**config.mk**
```make
export PLATFORM = sky130hd
export DESIGN_NAME = transmissao_medida
export DESIGN_NICKNAME = d
export VERILOG_FILES = /design/src/tusca_pkg.sv /design/src/transmissao_medida.sv
export SDC_FILE = /design/constraint.sdc
export NUM_CORES = 1
export LEC_CHECK = 0
export BUFFER_PORTS_ARGS = -buffer_cell sky130_fd_sc_hd__buf_2
export CELL_PAD_IN_SITES_DETAIL_PLACEMENT = 1
export CELL_PAD_IN_SITES_GLOBAL_PLACEMENT = 2
export CORE_UTILIZATION = 37
export DETAILED_ROUTE_END_ITERATION = 8
export GPL_TIMING_DRIVEN = 0
export PLACE_DENSITY = 0.78
export SYNTH_ARGS = -nofsm -noshare
export SYNTH_HDL_FRONTEND = slang
export SYNTH_SLANG_ARGS = --single-unit
```
**constraint.sdc**
```tcl
create_clock -name clock -period 2.6 [get_ports clock]
set_input_delay 0.26 -clock clock [delete_from_list [all_inputs] [get_ports clock]]
set_output_delay 0.26 -clock clock [all_outputs]
set_load 0.01 [all_outputs]
```
**src/tusca_pkg.sv**
```systemverilog
package tusca_pkg;

  // Wait between two readings, 2 s at 1 MHz.
  localparam int PERIODO_DELAY = 2_000_000;

  // Ascending limits in sensor format {integer, decimal}, 20.0 to 32.0 C.
  localparam logic [15:0] LIM_TEMP [7] = '{
    16'h1400,
    16'h1600,
    16'h1800,
    16'h1A00,
    16'h1C00,
    16'h1E00,
    16'h2000
  };

  // Relay turns on below 60.0 %.
  localparam logic [15:0] LIM_UMIDADE = 16'h3C00;

  localparam int PWM_PERIODO = 1000;
  localparam int PWM_PASSO   = 125;
  localparam int BAUD_DIV    = 104;

endpackage
```
**src/transmissao_medida.sv**
```systemverilog
module transmissao_medida (
  input  logic        clock,
  input  logic        rst,
  input  logic        transmite,
  input  logic [15:0] temperatura,
  input  logic [15:0] umidade,
  output logic        tx_serial,
  output logic        pronto
);

  localparam int BW = $clog2(tusca_pkg::BAUD_DIV);

  logic          ocupado;
  logic [31:0]   dados;
  logic [1:0]    byte_idx;
  logic [3:0]    bit_idx;
  logic [BW-1:0] baud_cnt;
  logic [7:0]    byte_atual;

  // Humidity high byte goes out first.
  assign byte_atual = dados[8 * (3 - byte_idx) +: 8];

  always_ff @(posedge clock) begin
    if (transmite && !ocupado) begin
      dados <= {umidade, temperatura};
    end
  end

  always_ff @(posedge clock) begin
    if (rst) begin
      ocupado   <= 1'b0;
      byte_idx  <= '0;
      bit_idx   <= '0;
      baud_cnt  <= '0;
      tx_serial <= 1'b1;
      pronto    <= 1'b0;
    end else begin
      pronto <= 1'b0;
      if (!ocupado) begin
        if (transmite) begin
          ocupado   <= 1'b1;
          byte_idx  <= '0;
          bit_idx   <= '0;
          baud_cnt  <= '0;
          tx_serial <= 1'b0;
        end
      end else if (baud_cnt != BW'(tusca_pkg::BAUD_DIV - 1)) begin
        baud_cnt <= baud_cnt + 1'b1;
      end else begin
        baud_cnt <= '0;
        if (bit_idx == 4'd9) begin
          bit_idx <= '0;
          if (byte_idx == 2'd3) begin
            ocupado   <= 1'b0;
            pronto    <= 1'b1;
            tx_serial <= 1'b1;
          end else begin
            byte_idx  <= byte_idx + 2'd1;
            tx_serial <= 1'b0;
          end
        end else begin
          bit_idx <= bit_idx + 4'd1;
          // Data LSB first, then the stop bit.
          tx_serial <= (bit_idx == 4'd8) ? 1'b1 : byte_atual[bit_idx[2:0]];
        end
      end
    end
  end

  // Line idles at mark.
  assert property (@(posedge clock) disable iff (rst) !ocupado |-> tx_serial);

endmodule

```
After elaboration in Yosys (flattened, before gate mapping)
Cells that the tools add are included.
{"block": "totals", "ff_bits": 48, "n_memories": 0, "romBits": 0, "latch_bits": 0, "ram_bits": 0}
{"block": "classes", "reduce_logical": 6, "order_cmp": 1, "mux": 25, "multipliers": 0, "shifts": 1, "n_addsub": 4, "eq_ne": 7, "bitwise": 2, "div": 0}
{"op": "indexed part select 32 x 33 -> 8 bit", "count": 1}
{"op": "two-way mux 7 bit", "count": 3}
{"op": "two-way mux 4 bit", "count": 4}
{"op": "two-way mux 1 bit", "count": 12}
{"op": "two-way mux 2 bit", "count": 5}
{"op": "equality test 4 bit, second input constant", "count": 2}
{"op": "adder 7 x 1 -> 7 bit, second input constant", "count": 1}
{"op": "!= test 7 bit, second input constant", "count": 1}
{"op": "adder 4 x 1 -> 4 bit, second input constant", "count": 1}
{"op": "less-than comparator 3 x 4 -> 1 bit, second input constant", "count": 1}
{"op": "!= test 2 bit, second input constant", "count": 2}
{"op": "AND reduction 4 bit", "count": 1}
{"op": "OR reduction 4 bit", "count": 1}
{"op": "binary-select mux 1 bit (select 3 bit)", "count": 1}
{"op": "subtractor 2 x 2 -> 3 bit, first input constant", "count": 1}
{"op": "adder 2 x 1 -> 2 bit, second input constant", "count": 1}
{"op": "equality test 2 bit, second input constant", "count": 1}
{"op": "!= test 2 x 1 -> 1 bit, second input constant", "count": 1}
{"op": "inverter 1 bit", "count": 2}
{"op": "AND reduction 2 bit", "count": 1}
{"op": "nonzero test 2 bit", "count": 1}
{"op": "logical AND 1 bit", "count": 1}
{"op": "zero test 1 bit", "count": 1}

Depth between registers and ports, before layout
{"block": "logic_depth", "depth_word": 8, "mapped_depth": 9, "depth_no_buf": 7}

Worst setup path before layout
OpenSTA, ideal clock, no wires.
{"block": "synth_path", "path_type": "flip-flop to flip-flop", "from": "reg ocupado", "to": "reg dados[0], enable pin", "stages_incl_launch_ff": 3, "required_time_ns": 2.179, "path_buffers": 1, "arrival_time_ns": 1.903, "period_less_slack_ns": 2.324, "setup_ns": 0.421, "path_slack_ns": 0.276, "path_cell_list": "dfxtp_1 > clkbuf_1 > nor2_1"}
{"block": "synth_via", "elab_chain_len": 2}
{"element": "start, declared", "line": "transmissao_medida.sv:13", "text": "logic ocupado;"}
{"element": "start signal, assigned", "line": "transmissao_medida.sv:31", "text": "ocupado <= 1'b0;"}
{"element": "start signal, assigned", "line": "transmissao_medida.sv:41", "text": "ocupado <= 1'b1;"}
{"element": "start signal, assigned", "line": "transmissao_medida.sv:54", "text": "ocupado <= 1'b0;"}
{"element": "zero test 1 bit"}
{"element": "logical AND 1 bit", "line": "transmissao_medida.sv:24", "text": "if (transmite && !ocupado) begin"}
{"element": "end signal, assigned", "line": "transmissao_medida.sv:25", "text": "dados <= {umidade, temperatura};"}
{"element": "end, declared", "line": "transmissao_medida.sv:14", "text": "logic [31:0] dados;"}
No other way between the ends.
A chain may end at the register's enable or synchronous reset.

Worst setup path after layout
{"block": "layout_path", "from": "reg ocupado", "to": "reg dados[18], enable pin"}
The elaborated chain is that of the path after synthesis.

==> impl_results.md <==
* Pleak at 0.902 nW
* Worst EP arrival at 1940 ps
* Final wirelength at 4.17 mm
* Post-Layout Cell Count at about 270
* Largest cells by area after synthesis: edfxtp_1 46%, dfxtp_1 15%, mux4_2 6.4%, ha_1 3.0%, mux2i_1 2.4%
* Number of synthesized register bits at 48
* Source of the worst register-to-register timing path: ocupado
* Required arrival time at the worst endpoint at 2600 ps
* Flip-flop cell with the highest count after synthesis: edfxtp_1
* Post-synthesis net count at 196
* Max cap viols at 0
* Total placed instance area at roughly 2400 sq um
* Sort of element at the start of the critical path: register
* Gate count of the mapped netlist at 156
* Maximum VDD drop at 0.377 mV
* Net total in the final layout at ~240
* Post-layout power at 1.50 mW
* Detailed Routing Iterations Pass 1 at 4
* Post-layout min period at approximately 1900 ps
* Number of standard-cell rows in the floorplan at 27
* Util after Layout at 45.5%
* Startpoint of the worst setup timing path: ocupado
* Max-Slew Margin vs Limit at 39.3%
* Measured slew at the worst slew-check pin at 910 ps
* Final Max Tran Viols at 0
* Total CTS buffers at 5
* Maximum clock skew at final layout at 3.21 ps
* Most frequent standard cell in the layout excluding fill and tap cells: buf_2
* Clock transition at path regs at 90 ps
* Setup repair after global routing missed its margin: false
* Buffers added on ports at 35
* Floorplan die area at 5980 sq um
* Via count of the first global-routing pass at ~1500
* Share of flip-flops with an asynchronous set or reset at 0%
* Worst min-delay path startpoint: temperatura[15]
* Number of flops mapped to enable cells by yosys at 32
* Die boundary height at 77.3 um
* Critical setup path kind: register to register
* Starting density of the core at 38.3%
* Number of setup violations in the final report at 0
* Final non-filler cell area at 2490 sq um
* Share of the yosys chip area belonging to registers at 61.1%
* TritonCTS Sinks at 48
* Yosys Warn Count at 0
* DRC violations left at 0
* Mean instance size in the synthesized netlist at 13.5 sq um
* First-pass GRT wire length at 7.13 mm
* Width of the die at slightly below 80 um
* Largest net degree at the start of global routing at 18
* Final Hold Fails at 0
* Hold slack at 138 ps
* H-tree levels at 2
* Leading cell types in the layout, fill and taps excluded: 38 x buf_2, 32 x edfxtp_1, 16 x dfxtp_1
* Instance count after placement with tap cells included at 264
* Routed wire per std cell at 15.3 um
* Cell type with the highest aggregate area in the netlist: edfxtp_1
* Clock latency of the later-clocked register in the worst-skew pair at just under 300 ps
* GP Congestion at 0.742
* Count of buffers added by post-CTS timing repair for setup at 0
* Portion of synthesized cell area occupied by the leading cell type at a little under half
* Endpoint class of the critical path: register
* R2r worst-path depth at 3
* Share of the clock period used by the worst path at 74.4%
* GR Overflow Total at 0
* Total core area at ~5500 sq um
* Via-to-Cell Ratio at ~5
* Clock Tree Buf Depth at 2
* Fmax achieved at just over 500 MHz
* Final setup slack of the worst path at ~670 ps
* Count of vias placed by the detailed router at about 1400
* Outcome: completed
* First-iteration detailed-routing DRC count at between 50 and 60
* TritonCTS clock tree: yes
* Distinct cell type count after synthesis at 42
* Number of hold buffers added after cts at 0
* Post-DP HPWL at between 3 and 4 mm
* Worst hold-check path type: input port to register
* Antenna diode instance count at 0
* Post-CTS Resized at 0
* Layout cell share with drive strength beyond 1 at 31.5%
* Largest fanout on the critical path at 17
* Area added between synthesis and finish at 18.8%
* Post-placement setup slack at 620 ps
* Number of antenna violations at the first check in global routing at 0
* Instance count along the most critical hold path at 1
* GR Util All Layers at 15.6%
* Power per unit of standard cell area at 600 nW/um^2
* Clock tree root driver cell: clkbuf_8
* Post-synth design cell area at 2100 sq um
* ANT nets after route at 0
* I/O pin cnt at 37
* Final TNS setup at 0 ps
## layer usage
metal	GRT usage, %	vias to the layer above	wire [um]
li1	-	678	-
met1	20.4	674	1910
met2	25.7	30	2080
met3	4.17	2	165
met4	3.96	0	20
met5	0	-	0
## cells in the mapped netlist, types with 4 or more instances
cell type	count
nor2_1	13
inv_1	5
mux2i_1	5
nor2b_1	7
a21oi_1	6
ha_1	5
nand2_1	4
mux4_2	6
o21ai_0	4
edfxtp_1	32
dfxtp_1	16
nand3_1	8
## final cells by class
cell class	count	area, sq um
fillers	591	2980
repair buffers	36	190
flip-flops and latches	48	1280
inverters	5	18.8
multi-input cells	95	756
well taps	72	90.1
clock buffers	5	68.8
clock inverters	3	42.5
plain buffers	8	45.0
## power breakdown
group | switching (mW) | leakage, nW | internal (mW)
clock | 0.246 | 0.0541 | 0.285
combinational | 0.0515 | 0.413 | 0.0495
sequential | 0.0125 | 0.435 | 0.851
total | 0.310 | 0.902 | 1.19
## critical path: stages (launching register included)
cell and delay (ps):
dfxtp_1 360, clkbuf_1 250, nor2_2 770, buf_8 260
## registers in the layout (all words and copies together), names as in the netlist
name,flops
bit_idx,4
baud_cnt,7
dados,32
tx_serial,1
pronto,1
ocupado,1
byte_idx,2
## logic make-up (layout without fill, tap and decap cells)
| family | Yosys count | count (layout) | synth area share (%) |
|---|---|---|---|
| and+or+nand+nor | 48 | 48 | 12.3 |
| DFF | 48 | 48 | 61.1 |
| buffers and inverters | 13 | 57 | 3.04 |
| muxes | 13 | 13 | 9.90 |
| AOI/OAI and AO/OA | 29 | 29 | 10.7 |
| adders and majority gates | 5 | 5 | 2.98 |
## path summary, 6_finish.rpt
kind | to | slack, ps
hold / removal | dados[15] | 140
setup / recovery | dados[18] | 670
hold reg to reg | tx_serial | 520
setup reg to reg | dados[18] | 670
Note: power is estimated with default switching activity, not from simulation.
