**src/tusca_pkg.sv**
```systemverilog
package tusca_pkg;

  // Wait between two readings, 2 s at 1 MHz.
  localparam int PERIODO_DELAY = 2_000_000;

  // Ascending limits in sensor format {integer, decimal}, 20.0 to 32.0 C.
  localparam logic [15:0] LIM_TEMP [7] = '{
    16'h1400,
    16'h1600,
    16'h1800,
    16'h1A00,
    16'h1C00,
    16'h1E00,
    16'h2000
  };

  // Relay turns on below 60.0 %.
  localparam logic [15:0] LIM_UMIDADE = 16'h3C00;

  localparam int PWM_PERIODO = 1000;
  localparam int PWM_PASSO   = 125;
  localparam int BAUD_DIV    = 104;

endpackage
```
**src/avalia_clima.sv**
```systemverilog
module avalia_clima (
  input  logic        clock,
  input  logic        rst,
  input  logic [15:0] temperatura,
  input  logic [15:0] umidade,
  output logic [2:0]  nivel,
  output logic        rele
);

  logic [2:0] nivel_prox;

  // Number of limits reached.
  always_comb begin
    nivel_prox = '0;
    for (int i = 0; i < 7; i++) begin
      if (temperatura >= tusca_pkg::LIM_TEMP[i]) begin
        nivel_prox = nivel_prox + 3'd1;
      end
    end
  end

  always_ff @(posedge clock) begin
    if (rst) begin
      nivel <= '0;
      rele  <= 1'b0;
    end else begin
      nivel <= nivel_prox;
      rele  <= (umidade < tusca_pkg::LIM_UMIDADE);
    end
  end

  // Previous temperature lies between the limit reached and the next one.
  assert property (@(posedge clock) disable iff (rst)
    (nivel == 3'd0 || $past(temperatura) >= tusca_pkg::LIM_TEMP[nivel - 3'd1]) &&
    (nivel == 3'd7 || $past(temperatura) < tusca_pkg::LIM_TEMP[nivel]));

endmodule

```
**config.mk**
```make
export PLATFORM = sky130hd
export DESIGN_NAME = avalia_clima
export DESIGN_NICKNAME = d
export VERILOG_FILES = /design/src/tusca_pkg.sv /design/src/avalia_clima.sv
export SDC_FILE = /design/constraint.sdc
export NUM_CORES = 1
export LEC_CHECK = 0
export ABC_AREA = 1
export CORE_ASPECT_RATIO = 0.6
export CORE_MARGIN = 2
export CORE_UTILIZATION = 33
export CTS_CLUSTER_SIZE = 14
export DETAILED_ROUTE_END_ITERATION = 7
export DONT_BUFFER_PORTS = 1
export PLACE_DENSITY = 0.55
export SKIP_LAST_GASP = 1
export SLEW_MARGIN = 20
export SYNTH_ARGS = -nofsm -noshare
export SYNTH_HDL_FRONTEND = slang
export SYNTH_SLANG_ARGS = --single-unit
```
**constraint.sdc**
```tcl
create_clock -name clock -period 9.6 [get_ports clock]
set_input_delay 1.44 -clock clock [delete_from_list [all_inputs] [get_ports clock]]
set_output_delay 1.44 -clock clock [all_outputs]
set_load 0.05 [all_outputs]
```
# Yosys cells after proc, flatten, opt, wreduce, memory -nomap -nowiden
# Index checks and enable logic that the tools add are counted.
[word_totals]
reg_bits = 4
inputBits = 34
wordCells = 23
out_inout_bits = 4
[classes]
n_lt_le_gt_ge = 8
muxes = 7
addsub = 6
[op_table]
columns = ["operator", "count"]
rows = [
  ["$ge 16x13->1 const B", 6],
  ["$add 3x1->3 const B", 6],
  ["$mux 3", 6],
  ["$ge 16x14->1 const B", 1],
  ["$lt 16x14->1 const B", 1],
  ["$mux 1", 1],
]

# Logic depth before layout (Yosys ltp)
# Gate-level depths: netlist (run 1).
[logic_depth]
ltp_word = 14
depth_mapped = 29
depth_no_buf = 29

# Least setup slack after synthesis (run 1)
# OpenSTA, ideal clock, no wires.
[synth_path]
path_kind = "input-to-reg"
start = "in temperatura[15]"
end = "reg nivel[1]"
slack_ps = 5309
setup_ps = 109
path_stages = 26
required_ps = 9491
arrival_ps = 4182
n_path_buf = 0
cell_sequence = "nor2_4 -> nand2_4 -> inv_4 -> o21ai_0 -> inv_1 -> ha_1 -> inv_1 -> nand4_1 -> nand2_4 -> inv_4 -> ha_1 -> inv_1 -> nand2_1 -> nand3_1 -> nand2_1 -> nand2_1 -> nand2_1 -> inv_1 -> ha_1 -> nand2_1 -> nand2_1 -> ha_1 -> nor2_1 -> nor2_1 -> nand2_1 -> inv_1"
[synth_between]
elab_chain_cells = 14
word_cells_on_any_way = 20
classes_between = "add/sub (6); order compare (7); mux (7)"
[synth_rtl]
columns = ["element", "line", "source"]
rows = [
  ["from (decl)", "avalia_clima.sv:4", "input logic [15:0] temperatura,"],
  ["$ge 16x13->1", "avalia_clima.sv:16", "if (temperatura >= tusca_pkg::LIM_TEMP[i]) begin"],
  ["$mux 1", "avalia_clima.sv:16", ""],
  ["$add 3x1->3", "avalia_clima.sv:17", "nivel_prox = nivel_prox + 3'd1;"],
  ["$mux 3", "avalia_clima.sv:16", ""],
  ["$add 3x1->3", "avalia_clima.sv:17", ""],
  ["$mux 3", "avalia_clima.sv:16", ""],
  ["$add 3x1->3", "avalia_clima.sv:17", ""],
  ["$mux 3", "avalia_clima.sv:16", ""],
  ["$add 3x1->3", "avalia_clima.sv:17", ""],
  ["$mux 3", "avalia_clima.sv:16", ""],
  ["$add 3x1->3", "avalia_clima.sv:17", ""],
  ["$mux 3", "avalia_clima.sv:16", ""],
  ["$add 3x1->3", "avalia_clima.sv:17", ""],
  ["$mux 3 (*)", "avalia_clima.sv:16", ""],
  ["to (signal assigned)", "avalia_clima.sv:27", "nivel <= nivel_prox;"],
  ["to (decl)", "avalia_clima.sv:6", "output logic [2:0] nivel,"],
]
# Mark *: on every way between the ends. The rest lies on a longest branch, timed or not.
# A chain may end at the register's enable or synchronous reset.

# Worst setup path after layout (run 1)
# Same ends and word-level chain as after synthesis.

==> summary.md, run 1 <==
| Metric | Value |
|---|---|
| Outcome | `completed` |
| Pwr Density | `119.5 nW/um^2` |
| Placed Area | `797.0 sq um` |
| Crit path launch type | `input pin` |
| Yosys warning total | `0` |
| Worst Path Required | `9710 ps` |
| Worst slew pin tran | `482.2 ps` |
| Minimum clock period | `4390 ps` |
| First-pass GRT wire length | `2.456 mm` |
| Unrepaired setup endpoints after global routing | `no` |
| Area growth syn-to-layout | `10.38%` |
| Final worst slack | `5210 ps` |
| Max VDD drop | `0.05858 mV` |
| Port bufs | `0` |
| Final Cycle Share | `45.73%` |
| Cell area after layout | `838.3 sq um` |
| I/O pins | `38` |
| Most frequent cells in the layout | `nand2_1 (37), inv_1 (22), nand3_1 (10)` |
| Crit-path max FO | `6` |
| Critical Path Sink Type | `register` |
| Post-Route Setup TNS | `0 ps` |
| Synth cell types | `23` |
| DRT antenna net count | `0` |
| Std cell rows | `13` |
| Number of global-route vias before repair | `587` |
| Worst Path Arrival | `4500 ps` |
| Cell count of the worst hold path | `1` |
| WL final | `1.454 mm` |
| Initial antenna violation count | `0` |
| Nets | `171` |
| Crit Path Class | `input pin to register` |
| Multi-input gate area | `569.3 sq um` |
| Die area | `2714 sq um` |
| CTS Buffer Depth | `2` |
| Layout cell share with drive strength beyond 1 | `23.44%` |
| Initial DRC Count | `10` |
| CTS tree | `yes` |
| TritonCTS buffer count | `3` |
| Clock sinks | `4` |
| Placer congestion estimate | `0.7557` |
| Synth Net Count | `166` |
| Lkg Pwr | `0.4981 nW` |
| Die Span X | `65.94 um` |
| Root buffer cell | `clkbuf_8` |
| N_diodes | `0` |
| Max-Cap Viols | `0` |
| Post-detail-place hpwl | `1.287 mm` |
| Fmax | `227.8 MHz` |
| Most common cell after layout, fill and taps aside | `nand2_1` |
| Worst Min Path Start | `umidade[12]` |
| # DRC | `0` |
| Gate Count Post-Synth | `125` |
| Fillers | `242` |
| Core ar. | `2163 sq um` |
| Hold path endpoint | `rele$_SDFF_PP0_` |
| Mapped Area | `759.5 sq um` |
| Pins over their slew limit | `0` |
| Seq cells post-synth | `4` |
| Routed WL per cell | `9.203 um` |
| Final setup viols | `0` |
| Worst Hold Class | `input pin to register` |
| Setup Buffers After CTS | `0` |
| Worst slack at placement | `4993 ps` |
| Hold Fails Final Rpt | `0` |
| Routed vias | `702` |
| Hold_buf cts | `0` |
| DRT Pass-1 Iters | `4` |
| Syn_area_per_cell | `6.076 sq um` |
| Total gr overflow | `0` |
| Clock slew at reported path FFs | `30 ps` |
| Max transition margin | `67.81%` |
| Reg area | `80.08 sq um` |
| Overall routing resource usage | `12.26%` |
| H-tree depth | `1` |
| Post-synthesis sequential area ratio | `10.54%` |
| Cts repair resizes | `0` |
| Die height | `41.16 um` |
| Vias per Instance | `4.443` |
| Largest net degree at the start of global routing | `8` |
| Initial core utilization | `35.11%` |
cell families (layout without fill, tap and decap cells):
| kind of cell | after synthesis | in the layout | share of synthesized area, % |
|---|---|---|---|
| compound gates | 8 | 8 | 6.919 |
| xor+xnor | 2 | 2 | 3.296 |
| fa+ha+maj | 7 | 7 | 11.53 |
| buf+inv | 28 | 31 | 14.50 |
| flops | 4 | 4 | 10.54 |
| simple gates | 76 | 76 | 53.21 |
registers in the layout, indices dropped and copies added (netlist names):
register / count
nivel: 3
rele: 1
worst max path at each step:
stage	from	end	slack, ps
floorplan	temperatura[15]	nivel[1]$_SDFF_PP0_	5310
finish	temperatura[15]	nivel[1]$_SDFF_PP0_	5210
global placement	temperatura[15]	nivel[1]$_SDFF_PP0_	5010
global route	temperatura[15]	nivel[1]$_SDFF_PP0_	4820
CTS	temperatura[15]	nivel[1]$_SDFF_PP0_	5200
detailed placement	temperatura[15]	nivel[1]$_SDFF_PP0_	4990
area by class of cell:
cell class,instances,area share [%]
well taps,30,4.478
inverters,28,13.13
flip-flops and latches,4,9.552
clock buffers,3,4.925
multi-input cells,93,67.91
cells in the mapped netlist (all sizes together):
library cell   n  area, sq um
nand2         51        256.5
inv           28        110.1
nand3         13        87.59
nor2          10        47.55
ha             7        87.58
a21oi          4        23.77
dfxtp          4        80.08
nand4          2        12.51
xor2           2        25.03
a41oi          1        8.760
o21a           1        7.510
o21ai          1        5.000
o21bai         1        7.510
worst max-delay path, stage by stage:
cell and delay, ps:
nor2_4 160, nand2_4 110, inv_4 110, o21ai_0 190
inv_1 140, ha_1 300, inv_1 90, nand4_1 150
nand2_4 150, inv_4 50, ha_1 280, inv_1 40
nand2_1 50, nand3_1 70, nand2_1 60, nand2_1 70
nand2_1 60, inv_1 40, ha_1 280, nand2_1 80
nand2_1 60, ha_1 280, nor2_1 100, nor2_1 40
nand2_1 60, inv_1 30
per-layer routing:
layer / vias to the layer above / track usage [%] / wire, um
met2: 13 / 18.43 / 611
met1: 299 / 17.54 / 761
met3: 0 / 4.670 / 82
met5: - / 0 / 0
li1: 390 / - / -
met4: 0 / 0 / 0
where the power goes:
part	total [W]	switching (W)	leakage, nW	internal [W]
logic	0.0000374	0.0000231	0.443	0.0000143
registers	0.0000284	0.00000923	0.0333	0.0000192
clock network	0.0000343	0.00000764	0.0216	0.0000266
total	0.000100	0.0000400	0.498	0.0000601
through the flow:
step / hold slack [ps] / std cells / util (%) / total power (W)
2_1_floorplan: 1559 / 125 / - / 0.00006047
3_3_place_gp: 1564 / 155 / 36.84 / 0.00006542
3_5_place_dp: 1569 / 155 / 36.84 / 0.00006627
4_1_cts: 1345 / 158 / 38.75 / 0.0001014
5_1_grt: 1353 / 158 / 38.75 / 0.0001094
6_report: 1345 / 158 / 38.75 / 0.0001001
(Power assumes the default switching activity.)
==> inputs of run 2 (changes only) <==
Settings changed: PLACE_DENSITY 0.55 to 0.56.
Clock period 9.6 ns to 3.75 ns, I/O delays scaled along.
==> summary.md, run 2 (same netlist as run 1, synthesis figures left out) <==
| Metric | Value |
|---|---|
| Max-Cap Viols | `0` |
| Die area | `2714 sq um` |
| Worst hold slack | `475.6 ps` |
| Die Span X | `65.94 um` |
| Critical Path Sink Type | `register` |
| Reg with most FFs | `nivel` |
| H-tree depth | `1` |
| Crit path launch type | `input pin` |
| Worst Path Arrival | `3430 ps` |
| Crit-path max FO | `6` |
| Final Cycle Share | `88.49%` |
| Pins over their slew limit | `0` |
| Largest net degree at the start of global routing | `8` |
| Unrepaired setup endpoints after global routing | `no` |
| Initial core utilization | `35.11%` |
| Max transition margin | `68.05%` |
| Clock slew at reported path FFs | `30 ps` |
| Nets | `174` |
| Clock sinks | `4` |
| Crit Path Class | `input pin to register` |
| Core ar. | `2163 sq um` |
| CTS tree | `yes` |
| Met2 wire length | `532 um` |
| Lkg Pwr | `0.5128 nW` |
| Vias per Instance | `4.267` |
| Post-detail-place hpwl | `1.347 mm` |
| DRT Pass-1 Iters | `4` |
| Die height | `41.16 um` |
| Most frequent CP cell | `nand2_1` |
| Total gr overflow | `0` |
| CP top delay family | `simple AND/OR/NAND/NOR gates` |
| Max VDD drop | `0.1095 mV` |
| Wl on met1 | `887 um` |
| N_diodes | `0` |
| Top Registers | `nivel: 3 flops, rele: 1 flops` |
| Slowest stage cell, crit path | `ha_1` |
| Post-Route Setup TNS | `0 ps` |
| I/O pins | `38` |
| Most common cell after layout, fill and taps aside | `nand2_1` |
| Met3 WL post-DR | `67 um` |
| Crit path buf inv count | `7` |
| Initial antenna violation count | `0` |
| Fmax | `301.3 MHz` |
| WL final | `1.486 mm` |
| Final setup viols | `0` |
| Overall routing resource usage | `11.97%` |
| Hold_buf cts | `0` |
| Minimum clock period | `3319 ps` |
| Std cell rows | `13` |
| Outcome | `completed` |
| First-pass GRT wire length | `2.380 mm` |
| Worst Hold Class | `input pin to register` |
| Uppermost routed layer | `met3` |
| Initial DRC Count | `18` |
| Routed vias | `687` |
| CP peak stage delay | `280 ps` |
| DRT antenna net count | `0` |
| Worst Min Path Start | `umidade[12]` |
| Placed Cells | `158` |
| Hold Fails Final Rpt | `0` |
| CTS Buffer Depth | `2` |
| Max reg flops | `3` |
| # DRC | `0` |
| Final cell count without fillers | `161` |
| Layout cell share with drive strength beyond 1 | `25.19%` |
| Worst Path Required | `3860 ps` |
| Crit path from | `temperatura[15]` |
| Area growth syn-to-layout | `13.34%` |
| Worst slew pin tran | `478.7 ps` |
| Pwr Density | `302.5 nW/um^2` |
| Root buffer cell | `clkbuf_8` |
| Routed WL per cell | `9.230 um` |
| Most frequent cells in the layout | `nand2_1 (37), inv_1 (22), nand3_1 (10)` |
| Number of global-route vias before repair | `542` |
| TritonCTS buffer count | `3` |
| Port bufs | `0` |
| Placer congestion estimate | `0.8140` |
==> run 2: changes by cell type in the layout (fill, tap and decap cells not counted) <==
cell / delta
o21ai_1: +1
buf_4: +3
o21ai_0: -1
==> run 2: stage by stage <==
step	total power (W)	area, sq um	utilization, %	setup WS, ps
6_report	0.0002604	860.8	39.79	431.5
5_1_grt	0.0002865	860.8	39.79	109.9
4_1_cts	0.0002646	860.8	39.79	297.9
3_5_place_dp	0.0001739	819.5	37.88	80.35
3_3_place_gp	0.0001713	819.5	37.88	161.8
2_1_floorplan	0.0001548	759.5	-	336.6
==> run 2: routing by layer <==
metal | up-vias | GRT usage, %
li1 | 396 | -
met1 | 279 | 19.52
met2 | 12 | 15.15
met3 | 0 | 3.571
met4 | 0 | 0
met5 | - | 0
==> run 2: what timing repair did <==
item | CTS | global route
gates resized for setup | 0 | 1
endpoints found under the setup margin | 0 | 1
setup buffers | 0 | 0
hold endpoints to repair | 0 | 0
==> run 2: power breakdown <==
| group | leakage (nW) | switching [W] | internal, W |
|---|---|---|---|
| registers | 0.0333 | 0.0000236 | 0.0000491 |
| logic | 0.458 | 0.0000606 | 0.0000391 |
| clock network | 0.0216 | 0.0000198 | 0.0000682 |
| total | 0.513 | 0.000104 | 0.000156 |
==> run 2: path summary, 6_finish.rpt <==
path | slack (ps) | end | cells after the start
hold / removal | 480 | rele$_SDFF_PP0_ | 1
setup / recovery | 430 | nivel[1]$_SDFF_PP0_ | 26
==> run 2: cell type report <==
class / count / area, sq um
flip-flops and latches: 4 / 80.08
fillers: 237 / 1303
inverters: 28 / 110.1
well taps: 30 / 37.54
repair buffers: 3 / 22.52
clock buffers: 3 / 41.29
multi-input cells: 93 / 569.3
