File: src/contador_m.sv
module contador_m #(
  parameter int M = 100
) (
  input  logic clock,
  input  logic rst,
  input  logic zera,
  input  logic conta,
  output logic fim
);

  localparam int N = (M > 1) ? $clog2(M) : 1;
  localparam logic [N-1:0] ULTIMO = N'(M - 1);

  logic [N-1:0] q;

  always_ff @(posedge clock) begin
    if (rst || zera) begin
      q <= '0;
    end else if (conta) begin
      q <= (q == ULTIMO) ? '0 : q + 1'b1;
    end
  end

  assign fim = (q == ULTIMO);

endmodule

File: config.mk
export PLATFORM = sky130hd
export DESIGN_NAME = contador_m
export DESIGN_NICKNAME = d
export VERILOG_FILES = /design/src/contador_m.sv
export SDC_FILE = /design/constraint.sdc
export NUM_CORES = 1
export LEC_CHECK = 0
export ABC_CLOCK_PERIOD_IN_PS = 1400
export BUFFER_PORTS_ARGS = -buffer_cell sky130_fd_sc_hd__buf_2
export CAP_MARGIN = 20
export CORE_AREA = 5 5 42 44
export DETAILED_ROUTE_END_ITERATION = 8
export DIE_AREA = 0 0 47 49
export PLACE_DENSITY = 0.42
export SLEW_MARGIN = 5
export SYNTH_ARGS = -nofsm -noshare
export SYNTH_HDL_FRONTEND = slang
export SYNTH_SLANG_ARGS = --single-unit
File: constraint.sdc
create_clock -name clock -period 1.4 [get_ports clock]
set_clock_uncertainty 0.2 [all_clocks]
set_input_delay 0.07 -clock clock [delete_from_list [all_inputs] [get_ports clock]]
set_output_delay 0.07 -clock clock [all_outputs]
set_load 0.03 [all_outputs]
# ---- Yosys cells after proc, flatten, opt, wreduce, memory -nomap -nowiden
# Cells that the tools add are included.
dict set report word_totals {
  reg_bits 7
  inputBits 4
  out_inout_bits 1
  elab_cells 5
}
dict set report op_classes {
  n_addsub 1
  eq_ne 1
  mux 1
  reduce_logical 1
}
# operator count
set ops {}
lappend ops {{7-bit by 1-bit adder with 7-bit output, second input constant} 1}
lappend ops {{7-bit == test, second input constant} 1}
lappend ops {{7-bit two-way mux} 1}
lappend ops {{1-bit logical OR} 1}

# ---- Logic depth before layout (Yosys ltp)
# Gate-level depths: netlist of the first run.
dict set report depth {
  depth_word 2
  depth_mapped 4
  ltp_nobuf 4
}

# ---- Least setup slack after synthesis of the first run
# No wires, ideal clock.
dict set report synth_path {
  kind {reg2out}
  startpoint {register q[2]}
  endpoint {output fim}
  arrival_ns 1.328
  required_time_ns 1.130
  slack_ns -0.198
  path_stages_with_launch 3
  n_path_buf 0
  cell_sequence {dfxtp_1 -> or4b_4 -> nor2_1}
}
dict set report synth_via {
  elab_chain_len 1
}
# element line_no
set synth_rtl {}
lappend synth_rtl {{start: declaration} 14} ;# logic [N-1:0] q;
lappend synth_rtl {{start signal: assignment} 20} ;# q <= (q == ULTIMO) ? '0 : q + 1'b1;
lappend synth_rtl {{7-bit == test} 24} ;# assign fim = (q == ULTIMO);
lappend synth_rtl {{end: declaration} 8} ;# output logic fim
# No other way between the ends.

# ---- Final worst setup path of the first run
# Same ends and word-level chain as after synthesis.

==> metrics, run 1 <==
gpl congestion 0.851; CP endpoint kind primary output; fillers 155; worst setup margin -0.245 ns; failing checks setup timing; Antenna Nets Post-Route 0; Final Max Slew Viols 0; RSZ-0062 raised after global routing true; fmax 608 MHz; Hold Crit Endpoint q[4]$_SDFFE_PP0P_; number of synthesized register bits 7; PwrDens 746 mW/mm^2; initial antenna violation count 0; vias in the first global route 392; layout cell share with drive strength beyond 1 46.0%; Cell Area, Synth 357 um^2; Worst-Skew Late Latency 0.26 ns; IO Pins 5; top flop regs q: 7 flops; max reg flops 7; Vias 401; crit-path max FO 3; die height 49 um; worst hold path type in2reg; CTS tree done; Slew HR 85.4%; Die Span X 47 um; worst hold stages 4; cell taking the most area after synthesis dfxtp_1; CTS Sinks 7; syn nets 46; CTS Buffer Depth 2; Post-DP HPWL 704 um; Max-cap violations 0; vias per cell 5.08; Startpoint Class flip-flop; Worst-path clk slew 0.06 ns; cell count after synthesis 41; period utilisation layout 118%; CTS Buf Count 3; nets@finish 69; final hold violation count 0; port buffer count 4; per-cell routed wire length 12.3 um; leakage power 0.229 nW; syn_area_per_cell 8.70 um^2; Routed WL 968 um; ANT cells 0; first-pass GRT wire length 1580 um; Yosys warning count 0; clk root buf clkbuf_4; reg2reg end q[5]$_SDFFE_PP0P_; H-tree Lvls 1; largest net degree at the start of global routing 8; Starting Density 25.4%; DR pass1 iterations 4; Placed Area 488 um^2; CP required 1.13 ns; dpl cells 70; CP Class reg2out; Max VDD drop 0.388 mV; area grow syn2layout 61.1%; Synth area leaders dfxtp_1 (39%), a21oi_1 (7.0%), nand2_1 (6.3%); final instance area 574 um^2; core area 0.00140 mm^2; Global Route Usage Sum 9.49%; Synth top area share 39.3%; setup tns final -1.45 ns; gr ovfl total 0; WP data arrival 1.38 ns; r2r setup slk -0.24 ns; Reg2Reg Launch Point q[2]$_SDFFE_PP0P_; final hold slack 0.0351 ns; count of different cell masters after synthesis 19; hold path startpoint conta; row count 14; initial DRC count 12; Tmin final 1.65 ns; final non-filler cell total 79; die area 0.00230 mm^2; Seq/Total Area, Yosys 39.3%; outcome finished, violations left; Final setup violation count 7; DRC 0; register with the most flip-flops q; worst-margin pin slew 0.219 ns; Worst Reg2Reg Path Length in Cells 4
[where the power goes]
part	leakage (nW)	internal [mW]	switching (mW)
registers	0.0579	0.201	0.00167
logic	0.156	0.0184	0.0166
clock network	0.0150	0.109	0.0814
[metal layers]
layer / wire, um / track usage (%)
met1: 434 / 11.6
met2: 458 / 14.5
met3: 58 / 2.21
met4: 17 / 5.53
met5: 0 / 0
[timing repair]
item / in CTS / in global routing
pin swaps: 1 / 1
gates resized for setup: 6 / 0
hold endpoints to repair: 7 / 0
setup buffers: 2 / 0
hold buffers: 3 / 0
setup endpoints to repair: 7 / 7
[cell usage after synthesis, drive strengths merged]
library cell and count:
or4 1, or3 1, dfxtp 7, or2 1
o31ai 2, nor2b 1, o21ai 3, nor2 4
xor2 2, and3b 1, ha 1, or4b 1
inv 1, nand2 7, o211ai 1, a21oi 5
nand4 2
[metrics by stage]
step,power [mW],util (%),setup slack [ns]
3_5_place_dp,0.234,34.8,-0.112
3_3_place_gp,0.233,34.8,-0.0807
6_report,0.429,41.0,-0.245
2_1_floorplan,0.221,-,-0.0659
5_1_grt,0.453,41.0,-0.279
4_1_cts,0.434,41.0,-0.247
[worst max-delay path by stage]
stage,slack (ns),to,cells after the start,start
global placement,-0.08,q[0]$_SDFFE_PP0P_,3,q[4]$_SDFFE_PP0P_
detailed placement,-0.11,q[5]$_SDFFE_PP0P_,3,q[4]$_SDFFE_PP0P_
floorplan,-0.07,q[3]$_SDFFE_PP0P_,3,q[4]$_SDFFE_PP0P_
CTS,-0.25,fim,3,q[2]$_SDFFE_PP0P_
global route,-0.28,fim,3,q[2]$_SDFFE_PP0P_
finish,-0.25,fim,3,q[2]$_SDFFE_PP0P_
[critical path, cell delays in order (launching register included)]
cell     delay [ns]
dfxtp_1        0.32
or4b_4         0.56
nor2_4         0.11
buf_6          0.13
[kinds of logic (layout without fill, tap and decap cells)]
group                      after synthesis  after routing  synth area share (%)
and+or+nand+nor                         19             19                  29.8
AOI/OAI and AO/OA                       11             11                  21.4
DFF                                      7              7                  39.3
xor gates and xnor gates                 2              2                  4.91
adders and majority gates                1              1                  3.51
buffers and inverters                    1             23                  1.05
[layout by cell type, fill, tap and decap left out, types with 2 or more instances in the layout]
cell,netlist,routed
buf_2,0,3
dlygate4sd3_1,0,3
dfxtp_2,0,3
nand2_1,6,6
a21oi_1,5,5
xor2_1,2,2
nand4_1,2,2
clkbuf_4,0,3
dfxtp_1,7,4
nor2_1,4,3
buf_4,0,11
[area by class of cell]
cell class,instances,area (um^2),area share [%]
Inverter,1,3.75,0.654
Timing Repair Buffer,18,139,24.2
Tap cell,16,20.0,3.49
Multi-Input combinational cell,33,241,42.0
Clock buffer,4,26.3,4.58
Sequential cell,7,144,25.1
Note: power is estimated with default switching activity, not from simulation.
==> inputs of run 2 (changes only) <==
--- a/config.mk
+++ b/config.mk
@@ -11,8 +11,10 @@
 export CORE_AREA = 5 5 42 44
 export DETAILED_ROUTE_END_ITERATION = 8
 export DIE_AREA = 0 0 47 49
+export GPL_TIMING_DRIVEN = 1
 export PLACE_DENSITY = 0.42
-export SLEW_MARGIN = 5
+export REMOVE_ABC_BUFFERS = 1
+export SLEW_MARGIN = 30
 export SYNTH_ARGS = -nofsm -noshare
 export SYNTH_HDL_FRONTEND = slang
 export SYNTH_SLANG_ARGS = --single-unit
==> metrics, run 2 (synthesized netlist as in run 1, its figures left out) <==
vias in the first global route 370; Slew HR 84.1%; Setup Slack @ Placement -0.104 ns; Die Span X 47 um; Hold Crit Endpoint q[4]$_SDFFE_PP0P_; outcome finished, violations left; reg2reg end q[3]$_SDFFE_PP0P_; max reg flops 7; leakage power 0.217 nW; core area 0.00140 mm^2; hold path startpoint conta; IO Pins 5; Final setup violation count 7; worst-margin pin slew 0.239 ns; worst setup margin -0.240 ns; WP data arrival 1.57 ns; fillers 150; met3 WL post-DR 42 um; clk root buf clkbuf_4; Reg2Reg Launch Point q[4]$_SDFFE_PP0P_; period utilisation layout 117%; area grow syn2layout 58.6%; Global Route Usage Sum 9.64%; die area 0.00230 mm^2; commonest non-fill, non-tap cells in the layout buf_4 (10), nand2_1 (6), dfxtp_1 (6); ANT cells 0; CTS tree done; final hold violation count 0; Worst Reg2Reg Path Length in Cells 4; RSZ-0062 raised after global routing true; Starting Density 25.4%; Multi-input gate area 231 um^2; per-cell routed wire length 11.1 um; Worst-Skew Late Latency 0.25 ns; PwrDens 733 mW/mm^2; layout cell share with drive strength beyond 1 44.4%; Vias 357; CTS Sinks 7; largest net degree at the start of global routing 8; gpl congestion 0.756; top routing layer in use met4; CP Class reg2reg; row count 14; Max-cap violations 0; Routed WL 880 um; met2 WL 435 um; Placed Area 464 um^2; fmax 610 MHz; H-tree Lvls 1; Post-DP HPWL 656 um; gr ovfl total 0; CP required 1.33 ns; nets@finish 69; register with the most flip-flops q; CTS Buffer Depth 2; vias per cell 4.52; CP endpoint kind flip-flop; crit-path max FO 3; worst hold stages 4; final hold slack 0.0229 ns; Worst-path clk slew 0.05 ns; port buffer count 4; top flop regs q: 7 flops; worst hold path type in2reg; CTS Buf Count 3; die height 49 um; Max VDD drop 0.534 mV; Final Max Slew Viols 0; FF+latch area 141 um^2; most common cell after layout, fill and taps aside buf_4; initial antenna violation count 0; Startpoint Class flip-flop; initial DRC count 10; failing checks setup timing; first-pass GRT wire length 1570 um; DRC 0; r2r setup slk -0.24 ns; DR pass1 iterations 4; final instance area 566 um^2; Tmin final 1.64 ns; Antenna Nets Post-Route 0; M1 wire length 394 um
==> run 2: layer usage <==
| layer | GRT usage [%] | vias up |
|---|---|---|
| met2 | 13.8 | 8 |
| met5 | 0 | - |
| met3 | 5.54 | 2 |
| met1 | 12.1 | 156 |
| met4 | 2.76 | 0 |
| li1 | - | 191 |
==> run 2: layout make-up <==
| type | count | area share, % |
|---|---|---|
| Multi-Input combinational cell | 33 | 40.9 |
| Timing Repair Buffer | 18 | 25.2 |
| Clock buffer | 4 | 4.65 |
| Inverter | 1 | 0.664 |
| Sequential cell | 7 | 25.0 |
| Tap cell | 16 | 3.54 |
==> run 2: what timing repair did <==
item / in CTS / in global routing
pin swaps: 1 / 0
endpoints found under the setup margin: 7 / 7
endpoints found under the hold margin: 7 / 0
resized for setup: 7 / 4
hold buffers: 3 / 0
setup buffers: 2 / 0
==> run 2: worst max-delay path: stages, from the launching register on <==
cell     delay (ns)
dfxtp_2        0.32
or4b_4         0.57
buf_6          0.14
o31ai_4        0.22
nor2_1         0.08
==> run 2: how the worst max path moves through the flow <==
stage | to | from | cells past startpoint
global placement | q[3]$_SDFFE_PP0P_ | q[2]$_SDFFE_PP0P_ | 3
floorplan | fim | q[2]$_SDFFE_PP0P_ | 2
CTS | fim | q[4]$_SDFFE_PP0P_ | 3
finish | q[3]$_SDFFE_PP0P_ | q[4]$_SDFFE_PP0P_ | 4
global route | q[6]$_SDFFE_PP0P_ | q[4]$_SDFFE_PP0P_ | 4
detailed placement | q[3]$_SDFFE_PP0P_ | q[2]$_SDFFE_PP0P_ | 3
==> run 2: report_power, final <==
group,leakage [nW],internal (mW),switching [mW],total (mW)
Combinational,0.145,0.0175,0.0162,0.0337
Clock,0.0150,0.108,0.0702,0.179
Sequential,0.0571,0.201,0.000825,0.202
==> run 2: through the flow <==
step | power (mW) | util [%] | setup TNS [ns] | std cells
finish | 0.415 | 40.4 | -1.41 | 79
global route | 0.444 | 40.4 | -1.79 | 79
CTS | 0.426 | 39.5 | -1.41 | 79
detailed placement | 0.232 | 33.1 | -0.514 | 70
global placement | 0.232 | 33.1 | -0.472 | 70
floorplan | 0.219 | - | -0.646 | 41
==> inputs of run 3 (changes only) <==
--- a/config.mk
+++ b/config.mk
@@ -14,6 +14,7 @@
 export GPL_TIMING_DRIVEN = 1
 export PLACE_DENSITY = 0.42
 export REMOVE_ABC_BUFFERS = 1
+export SKIP_CTS_REPAIR_TIMING = 1
 export SLEW_MARGIN = 30
 export SYNTH_ARGS = -nofsm -noshare
 export SYNTH_HDL_FRONTEND = slang
==> metrics, run 3 (synthesized netlist as in run 1, its figures left out) <==
outcome finished, violations left; failing checks hold timing, setup timing; Seq pwr share 49.1%; Antenna Nets Post-Route 0; Die Span X 47 um; Final setup violation count 7; DRC 0; nets@finish 68; gpl congestion 0.756; largest net degree at the start of global routing 9; row count 14; first-pass GRT wire length 1390 um; RSZ-0062 raised after global routing true; worst-margin pin slew 0.273 ns; Post-DP HPWL 656 um; Starting Density 25.4%; IO Pins 5; top flop regs q: 7 flops; Vias 359; internal power 327 uW; CTS Sinks 7; crit-path max FO 5; die area 0.00230 mm^2; Max-cap violations 0; worst setup margin -0.253 ns; most common cell after layout, fill and taps aside buf_4; per-cell routed wire length 10.9 um; dpl cells 70; register with the most flip-flops q; PwrDens 741 mW/mm^2; initial DRC count 5; CP Class reg2out; leakage power 0.207 nW; WP data arrival 1.38 ns; layout cell share with drive strength beyond 1 45.2%; gr ovfl total 0; fmax 605 MHz; Sw Pwr 85.6 uW; area grow syn2layout 56.1%; Clock power frac 43.0%; vias per cell 4.60; Reg2Reg Launch Point q[2]$_SDFFE_PP0P_; commonest non-fill, non-tap cells in the layout buf_4 (10), nand2_1 (6), dfxtp_1 (6); Final Max Slew Viols 0; core area 0.00140 mm^2; Slew HR 81.8%; Routed WL 847 um; CP endpoint kind primary output; Worst-Skew Late Latency 0.24 ns; final non-filler cell total 78; M1 wire length 408 um; Tmin final 1.65 ns; CP required 1.13 ns; CTS Buffer Depth 2; combinational share of power 7.9%; Max VDD drop 0.519 mV; period utilisation layout 118%; die height 49 um; Startpoint Class flip-flop; met3 WL post-DR 24 um; top routing layer in use met4; CTS Buf Count 3; DR pass1 iterations 3; met2 WL 405 um; Global Route Usage Sum 8.59%; Setup Slack @ Placement -0.104 ns; Sw Share 20.8%; hold path startpoint conta; H-tree Lvls 1; final hold slack -0.00939 ns; port buffer count 4; clk root buf clkbuf_4; CTS tree done; ANT cells 0; max reg flops 7; initial antenna violation count 0; vias in the first global route 315; Critical Path Source q[2]$_SDFFE_PP0P_; Worst-path clk slew 0.05 ns; final hold violation count 1; worst hold path type in2reg
==> run 3: cell types whose count changed in the layout (fill, tap and decap cells not counted) <==
cell	previous run	this run
ha_1	1	0
a21oi_2	1	2
buf_6	2	1
ha_2	0	1
o21ai_0	1	2
o21ai_2	2	1
a21oi_1	4	3
==> run 3: worst paths after layout <==
kind / endpoint / depth (start not counted) / slack (ns)
setup reg to reg: q[3]$_SDFFE_PP0P_ / 3 / -0.20
hold / removal: q[2]$_SDFFE_PP0P_ / 4 / -0.009
setup / recovery: fim / 3 / -0.25
hold reg to reg: q[5]$_SDFFE_PP0P_ / 2 / 0.34
==> run 3: per-layer routing <==
metal  up-vias  global-route usage [%]
met3         2                    5.54
met1       159                    11.4
met2         4                    11.1
met5         -                       0
met4         0                    2.76
li1        194                       -
==> run 3: power groups by stage <==
stage / Sequential, mW / Clock [mW] / Combinational, mW
6_report: 0.202 / 0.178 / 0.0326
3_3_place_gp: 0.206 / 0 / 0.0256
2_1_floorplan: 0.207 / 0 / 0.0125
3_5_place_dp: 0.206 / 0 / 0.0255
4_1_cts: 0.202 / 0.191 / 0.0257
5_1_grt: 0.202 / 0.205 / 0.0358
==> run 3: cell type report <==
cell class                      count  area, um^2
Sequential cell                     7         141
Fill cell                         151         845
Multi-Input combinational cell     33         234
Tap cell                           16        20.0
Clock buffer                        4        26.3
Inverter                            1        3.75
Timing Repair Buffer               17         131
==> run 3: critical path, cell delays in order, from the launching register on <==
cell     delay (ns)
dfxtp_1        0.31
or4b_4         0.59
nor2_4         0.11
buf_6          0.13
==> run 3: through the flow <==
stage,TNS (ns),utilization (%),hold slack (ns),area [um^2],power [mW]
floorplan,-0.646,-,0.0456,357,0.219
global placement,-0.472,33.1,0.164,464,0.232
detailed placement,-0.514,33.1,0.172,464,0.232
CTS,-0.855,35.0,-0.0918,490,0.418
global route,-1.48,39.7,0.0300,557,0.443
finish,-1.15,39.7,-0.00939,557,0.412
